--- config.mk ---
export PLATFORM = sky130hd
export DESIGN_NAME = axi_master
export DESIGN_NICKNAME = d
export VERILOG_FILES = /design/src/core_config_pkg.sv /design/src/axi_read_channel.sv /design/src/axi_write_channel.sv /design/src/axi_response_tracker.sv /design/src/axi_master.sv
export SDC_FILE = /design/constraint.sdc
export NUM_CORES = 1
export LEC_CHECK = 0
export ABC_AREA = 1
export BUFFER_PORTS_ARGS = -buffer_cell sky130_fd_sc_hd__buf_2
export CORE_ASPECT_RATIO = 1.1
export CORE_MARGIN = 2
export CORE_UTILIZATION = 43
export DETAILED_ROUTE_END_ITERATION = 16
export GPL_ROUTABILITY_DRIVEN = 1
export MAX_ROUTING_LAYER = met4
export PLACE_DENSITY = 0.84
export RECOVER_POWER = 25
export SLEW_MARGIN = 5
export SYNTH_ARGS = -nofsm -noshare
export SYNTH_HDL_FRONTEND = slang
export SYNTH_HIERARCHICAL = 1
export SYNTH_SLANG_ARGS = --single-unit
export TNS_END_PERCENT = 50
--- constraint.sdc ---
create_clock -name clk -period 0.8 [get_ports clk]
set_input_delay 0 -clock clk [delete_from_list [all_inputs] [get_ports clk]]
set_output_delay 0 -clock clk [all_outputs]
set_load 0.03 [all_outputs]
--- src/core_config_pkg.sv ---
// widths, vector types and AXI channel payload structs
// shared by the core request path and the word memory
`default_nettype none

package core_config_pkg;

    localparam int ADDR_WIDTH = 32;  // byte address
    localparam int DATA_WIDTH = 32;
    localparam int STRB_WIDTH = DATA_WIDTH / 8;  // one strobe per byte lane
    localparam int ID_WIDTH = 2;
    localparam int MEM_WORDS = 256;
    localparam int BYTE_OFFSET_WIDTH = $clog2(STRB_WIDTH);  // byte bits below the word index
    localparam int WORD_IDX_WIDTH = $clog2(MEM_WORDS);

    typedef logic [ADDR_WIDTH-1:0] addr_t;
    typedef logic [DATA_WIDTH-1:0] data_t;
    typedef logic [STRB_WIDTH-1:0] strb_t;
    typedef logic [ID_WIDTH-1:0] axi_id_t;
    typedef logic [WORD_IDX_WIDTH-1:0] word_idx_t;  // memory word index

    // core side request, 69 bits
    typedef struct packed {
        logic we;
        addr_t addr;
        data_t wdata;
        strb_t wstrb;
    } mem_req_t;

    typedef struct packed {
        axi_id_t id;
        addr_t addr;
    } axi_ar_t;

    typedef struct packed {
        axi_id_t id;
        addr_t addr;
    } axi_aw_t;

    typedef struct packed {
        data_t data;
        strb_t strb;
        logic last;  // always set, single beat
    } axi_w_t;

    typedef struct packed {
        axi_id_t id;
        data_t data;
        logic last;
    } axi_r_t;

    typedef struct packed {
        axi_id_t id;
    } axi_b_t;

endpackage

`default_nettype wire

--- src/axi_read_channel.sv ---
// read channel engine
// arvalid set/clear register and read data capture
`timescale 1ns/1ps
`default_nettype none

module axi_read_channel #(
    parameter core_config_pkg::axi_id_t ID = '0
) (
    input  logic                     clk,
    input  logic                     rst,
    input  logic                     start,     // new read request this cycle
    input  core_config_pkg::addr_t   req_addr,  // already latched by the master
    input  logic                     arready,
    output logic                     arvalid,
    output core_config_pkg::axi_ar_t ar,
    input  core_config_pkg::axi_r_t  r,
    input  logic                     rvalid,
    output core_config_pkg::data_t   rdata
);

    // set wins over clear, a fresh start is never dropped
    always_ff @(posedge clk) begin
        if (rst) begin
            arvalid <= 1'b0;
        end else if (start) begin
            arvalid <= 1'b1;
        end else if (arready) begin
            arvalid <= 1'b0;  // handshake done
        end
    end

    // payload stays put while arvalid waits for arready
    assign ar.id   = ID;
    assign ar.addr = req_addr;

    // last returned word, held until the next read response
    always_ff @(posedge clk) begin
        if (rvalid) begin
            rdata <= r.data;
        end
    end

endmodule

`default_nettype wire

--- src/axi_write_channel.sv ---
// write channel engine
// separate awvalid and wvalid set/clear registers, single beat data
`timescale 1ns/1ps
`default_nettype none

module axi_write_channel #(
    parameter core_config_pkg::axi_id_t ID = '0
) (
    input  logic                     clk,
    input  logic                     rst,
    input  logic                     start,      // new write request this cycle
    input  core_config_pkg::addr_t   req_addr,
    input  core_config_pkg::data_t   req_wdata,
    input  core_config_pkg::strb_t   req_wstrb,
    input  logic                     awready,
    input  logic                     wready,
    output logic                     awvalid,
    output logic                     wvalid,
    output core_config_pkg::axi_aw_t aw,
    output core_config_pkg::axi_w_t  w
);

    // address channel
    always_ff @(posedge clk) begin
        if (rst) begin
            awvalid <= 1'b0;
        end else if (start) begin
            awvalid <= 1'b1;
        end else if (awready) begin
            awvalid <= 1'b0;
        end
    end

    // data channel, may finish on a different edge than the address
    always_ff @(posedge clk) begin
        if (rst) begin
            wvalid <= 1'b0;
        end else if (start) begin
            wvalid <= 1'b1;
        end else if (wready) begin
            wvalid <= 1'b0;
        end
    end

    assign aw.id   = ID;
    assign aw.addr = req_addr;

    assign w.data = req_wdata;
    assign w.strb = req_wstrb;  // byte lanes to update
    assign w.last = wvalid;     // every write is one beat

endmodule

`default_nettype wire

--- src/axi_response_tracker.sv ---
// response tracker
// ready_out from matching read/write responses, valid_out and data_out
`timescale 1ns/1ps
`default_nettype none

module axi_response_tracker #(
    parameter core_config_pkg::axi_id_t ID = '0
) (
    input  logic                    clk,
    input  logic                    rst,
    input  logic                    new_request,
    input  core_config_pkg::axi_r_t r,
    input  logic                    rvalid,
    input  core_config_pkg::axi_b_t b,
    input  logic                    bvalid,
    input  core_config_pkg::data_t  rdata,      // word captured by the read engine
    output logic                    ready_out,
    output logic                    valid_out,
    output core_config_pkg::data_t  data_out
);

    logic resp_match;

    // only responses carrying our own ID finish the request
    assign resp_match = (rvalid && (r.id == ID)) || (bvalid && (b.id == ID));

    // idle after reset; clear wins over set
    always_ff @(posedge clk) begin
        if (rst) begin
            ready_out <= 1'b1;
        end else if (new_request) begin
            ready_out <= 1'b0;
        end else if (resp_match) begin
            ready_out <= 1'b1;
        end
    end

    // one cycle pulse, lines up with the captured word
    always_ff @(posedge clk) begin
        if (rst) begin
            valid_out <= 1'b0;
        end else begin
            valid_out <= rvalid;
        end
    end

    assign data_out = rdata;

endmodule

`default_nettype wire

--- src/axi_master.sv ---
// single beat AXI master bridge
// request register, read and write engines, response tracker
`timescale 1ns/1ps
`default_nettype none

module axi_master #(
    parameter core_config_pkg::axi_id_t ID = '0
) (
    input  logic                     clk,
    input  logic                     rst,
    // core side
    input  logic                     new_request,
    input  core_config_pkg::mem_req_t req,
    output logic                     ready_out,
    output logic                     valid_out,
    output core_config_pkg::data_t   data_out,
    // read address / data
    output core_config_pkg::axi_ar_t ar,
    output logic                     arvalid,
    input  logic                     arready,
    input  core_config_pkg::axi_r_t  r,
    input  logic                     rvalid,
    output logic                     rready,
    // write address / data / response
    output core_config_pkg::axi_aw_t aw,
    output logic                     awvalid,
    input  logic                     awready,
    output core_config_pkg::axi_w_t  w,
    output logic                     wvalid,
    input  logic                     wready,
    input  core_config_pkg::axi_b_t  b,
    input  logic                     bvalid,
    output logic                     bready
);
    import core_config_pkg::*;

    mem_req_t req_q;   // held for the whole transaction
    logic start_rd;
    logic start_wr;
    data_t rdata;

    always_ff @(posedge clk) begin
        if (new_request) begin
            req_q <= req;
        end
    end

    // steered from the live request so valids rise on the same edge
    assign start_rd = new_request & ~req.we;
    assign start_wr = new_request & req.we;

    // responses are never back-pressured
    assign rready = 1'b1;
    assign bready = 1'b1;

    axi_read_channel #(
        .ID(ID)
    ) i_read_channel (
        .clk,
        .rst,
        .start(start_rd),
        .req_addr(req_q.addr),
        .arready,
        .arvalid,
        .ar,
        .r,
        .rvalid,
        .rdata
    );

    axi_write_channel #(
        .ID(ID)
    ) i_write_channel (
        .clk,
        .rst,
        .start(start_wr),
        .req_addr(req_q.addr),
        .req_wdata(req_q.wdata),
        .req_wstrb(req_q.wstrb),
        .awready,
        .wready,
        .awvalid,
        .wvalid,
        .aw,
        .w
    );

    axi_response_tracker #(
        .ID(ID)
    ) i_response_tracker (
        .clk,
        .rst,
        .new_request,
        .r,
        .rvalid,
        .b,
        .bvalid,
        .rdata,
        .ready_out,
        .valid_out,
        .data_out
    );

endmodule

`default_nettype wire

==> key figures, run 1 <==
Yosys
  • Most numerous cell in the Yosys netlist: buf_4
  • Cell taking the most area after synthesis: edfxtp_1
  • Cells after Synth: roughly 270
  • Number of synthesized flops with an enable pin: 100
  • Synth warn: 6
  • Fraction of registers with async set or reset after synthesis: 0%
  • Synth Cell Area: approximately 0.0043 mm2
  • Synth Register Bits: roughly 110
  • Syn avg cell area: between 15 and 20 um2
  • Dominant synthesized flop cell: edfxtp_1
  • Post-synth top cells: buf_4 (139), edfxtp_1 (100), inv_1 (11)
  • Register area share after synthesis: between 70 and 80%
  • Synth top area cells: edfxtp_1 (70%), buf_4 (24%), dfxtp_1 (2.3%)
  • Netlist cell types: 11
  • Post-synth top area share: a little over two thirds

Floorplan
  • Initial Util: between 40% and 50%
  • Cell Rows: 38
  • Die H: about 110 um
  • Die Span X: between 90 and 100 um
  • I/O pins: 258

Clocking
  • CTS root buf: clkbuf_8
  • Post-cts sizing count: approximately 230
  • Worst-case clock buffer depth: 2
  • Hold buffers post-CTS: 106
  • H-tree depth: 3
  • Cts bufs inserted: 9
  • Clock Sinks: ~110
  • Post CTS Setup Buffer Count: 0

Outcome
  • Halt Stage: 4_1_cts
  • Status: aborted with a tool error
  • Stop Error: [ERROR RSZ-0060] Max buffer count reached.

Placement
  • Post-DP HPWL: between 6 and 7 mm
  • Gp weighted congestion: ~0.79
  • Placed cells: 511
  • PortBufs: between 200 and 300
-- cells by family after synthesis --
logic type	count (synthesis)	share of synthesized area, %
AOI/OAI and AO/OA	3	0.4395
buffers and inverters	150	25.40
DFF	105	72.66
other	3	0.2637
and+or+nand+nor	13	1.231
-- metrics by stage --
stage                     hold WS (ps)  utilization (%)  setup slack (ps)  area (um2)
after detailed placement         178.1            48.22             53.41        4700
after global placement           176.4            48.22             75.03        4700
after floorplan                  62.44                -             36.79        4282
==> inputs of run 2 (changes only) <==
CORE_ASPECT_RATIO = not set   (was 1.1)
CORE_UTILIZATION = 30   (was 43)
MAX_ROUTING_LAYER = not set   (was met4)
PLACE_DENSITY = not set   (was 0.84)
PLACE_DENSITY_LB_ADDON = 0.15   (was not set)
==> key figures, run 2 <==
Detailed routing
  • Average wire per standard cell: 13.62 um
  • Via Count: 2,621
  • Post-route DRC: 0
  • DR iter-0 viols: 87
  • Via-to-Cell Ratio: 3.766
  • Detailed Route WL: roughly 9.5 mm
  • Drt first pass iters: 4
  • Antenna Nets Post-Route: 0

Floorplan
  • Die area: 0.01521 mm2
  • Core box area: roughly 0.014 mm2
  • Die H: 123.3 um (was 108.5 um)
  • Die Span X: 123.3 um (was 99.02 um)
  • I/O pins: 258 (unchanged)
  • Initial Util: 30.76% (was 43.81%)
  • Cell Rows: 43 (was 38)

Cells and area
  • # diodes: 0
  • Nets: 625
  • FILL cells: between 1,000 and 1,500
  • Largest register FFs: 68
  • Fin area: just under 0.007 mm2
  • Area of the multi-input gates: about 94 um2
  • Most frequent cells in the layout: buf_6 (125), buf_2 (111), dlygate4sd3_1 (106)
  • Core Util, Final: between 50% and 60%
  • Commonest non-fill, non-tap cell in the layout: buf_6
  • Reg area: approximately 0.0031 mm2
  • Layout cell share with drive strength beyond 1: about 53%
  • Regs by FF count: req_q x68, i_read_channel/rdata x32
  • Final Instance Count excl. Fillers: 696
  • Top reg by flops: req_q
  • Synth-to-Final Area Change: 62.88%

Critical path
  • WS Path Type: reg2out
  • WP data arrival: between 900 and 1000 ps
  • CP endpoint kind: output pin
  • Startpoint Class: flip-flop
  • Worst path slowest cell: edfxtp_1
  • CP bufs+invs: 1
  • Worst-path cell chain: buf_4
  • CP Max Fanout: 2
  • CP max stage delay: 420 ps
  • Top delay family on crit path: flip-flops
  • Crit path required time: 800 ps

STA
  • Setup_tns: -13,750 ps
  • Slew margin rel.: 60.56%
  • Fmax: 1051 MHz
  • Endpoints failing setup: roughly 140
  • RSZ-0062 raised after global routing: true
  • Slew of the pin with the lowest slew margin: about 590 ps
  • Minimum clock period: between 900 and 1000 ps
  • Post-route worst setup slack: -151.5 ps
  • Worst Skew: 0 ps
  • Tcrit/Tclk final: 118.9%
  • Slew Limit Fails: 0
  • Hold Vio Cnt, Final: 0

Clocking
  • H-tree depth: 3 (unchanged)
  • Post CTS Setup Buffer Count: 0 (unchanged)
  • Clock slew at reported path FFs: 70 ps
  • Clock Sinks: 105 (unchanged)
  • CTS tree: done
  • CTS root buf: clkbuf_16 (was clkbuf_8)
  • Worst-case clock buffer depth: 2 (unchanged)
  • Cts bufs inserted: 9 (unchanged)
  • Later-pin clock latency in the skew report: between 300 and 400 ps

Yosys
  • Register area share after synthesis: 72.66% (unchanged)
  • Synth warn: 6 (unchanged)
  • Most numerous cell in the Yosys netlist: buf_4 (unchanged)
  • Number of synthesized flops with an enable pin: 100 (unchanged)
  • Fraction of registers with async set or reset after synthesis: 0% (unchanged)
  • Synth Cell Area: 0.004270 mm2 (unchanged)
  • Syn avg cell area: 15.59 um2 (unchanged)
  • Synth top area cells: edfxtp_1 (70%), buf_4 (24%), dfxtp_1 (2.3%) (unchanged)
  • Synth Register Bits: 105 (unchanged)
  • Netlist cell types: 11 (unchanged)
  • Dominant synthesized flop cell: edfxtp_1 (unchanged)
  • Post-synth top cells: buf_4 (139), edfxtp_1 (100), inv_1 (11) (unchanged)
  • Post-synth top area share: 70.32% (unchanged)
  • Cell taking the most area after synthesis: edfxtp_1 (unchanged)
  • Cells after Synth: 274 (unchanged)

Placement
  • Placed inst area: 0.004800 mm2 (was 0.004700 mm2)
  • Post-Place Worst Slack: 80.97 ps (was 53.41 ps)
  • Placed cells: 574 (was 511)
  • Gp weighted congestion: 0.7019 (was 0.7860)
  • Post-DP HPWL: 6.180 mm (was 6.176 mm)
  • PortBufs: 250 (unchanged)

Global routing
  • Grt ovf: 0
  • Initial antenna violation count: 0
  • Total GRT Usage: a little under an eighth
  • Met2 usage: about a fifth
  • Largest net degree at the start of global routing: 34
  • Global-route wire length before repair: 12.81 mm
  • Global routing's busiest layer: met2
  • GRT met1 Usage: about a tenth
  • Vias in the first global route: about 2,700
  • Met3 global-route usage: about 6.5%

Worst hold path
  • Hold Path Class: in2reg

Pwr
  • Peak supply drop: between 1.5 and 2 mV
  • Pwr Density: about 2100 mW/mm2
  • Pleak: 0.003000 uW

Outcome
  • Failing checks: setup timing
  • Status: finished, violations left (was aborted with a tool error)

Flow run
  • Max-cap viol count: 0
-- run 2: logic make-up after synthesis --
kind of cell	synth area share (%)
flip-flops	72.66
buffers and inverters	25.40
other	0.2637
AND/OR/NAND/NOR	1.231
AO/OA/AOI/OAI	0.4395
-- run 2: where the power goes --
| part | leakage (uW) | switching [uW] | internal, uW |
|---|---|---|---|
| clock | 0.000153 | 1890 | 2740 |
| combinational | 0.00182 | 1640 | 1500 |
| sequential | 0.00102 | 248 | 6510 |
-- run 2: final timing paths --
kind                                                   start                           end  slack [ps]  cells past startpoint
worst max-delay path                               req_q[54]                        ar[18]        -150                      1
worst min-delay path                                    b[0]  i_response_tracker/ready_out          20                      6
worst max register to register  i_response_tracker/ready_out  i_response_tracker/ready_out         140                      4
worst min register to register       i_write_channel/awvalid       i_write_channel/awvalid         480                      2
-- run 2: what timing repair did --
action,CTS,global route
gates resized for setup,247,27
gates cloned,0,0
endpoints found under the hold margin,105,0
hold buffers,106,0
setup endpoints to repair,138,138
-- run 2: worst reg2reg max path: cells and delay by family (launching register included) --
kind,cells,cell delay [ps]
buf+inv,1,50
simple gates,3,170
flops,1,330
-- run 2: metal layers --
layer | part of all wire, % | up-vias
met2 | 51 | 172
met4 | 2.4 | 0
li1 | - | 1248
met5 | 0 | -
met1 | 33 | 1189
met3 | 13 | 12
-- run 2: metrics by stage --
step / hold slack (ps) / power, uW
after floorplan: 62.44 / 8689
after global placement: 176.5 / 8915
after detailed placement: 178.2 / 8920
after CTS: 12.53 / 14670
after global routing: 32.85 / 15090
final: 18.10 / 14530
-- run 2: layout make-up --
class / instances / share of cell area [%]
repair buffers: 362 / 45.53
flip-flops and latches: 105 / 44.70
clock buffers: 9 / 3.238
well taps: 180 / 3.238
multi-input cells: 22 / 1.349
clock inverters: 7 / 1.349
inverters: 11 / 0.5936
(Power assumes the default switching activity.)
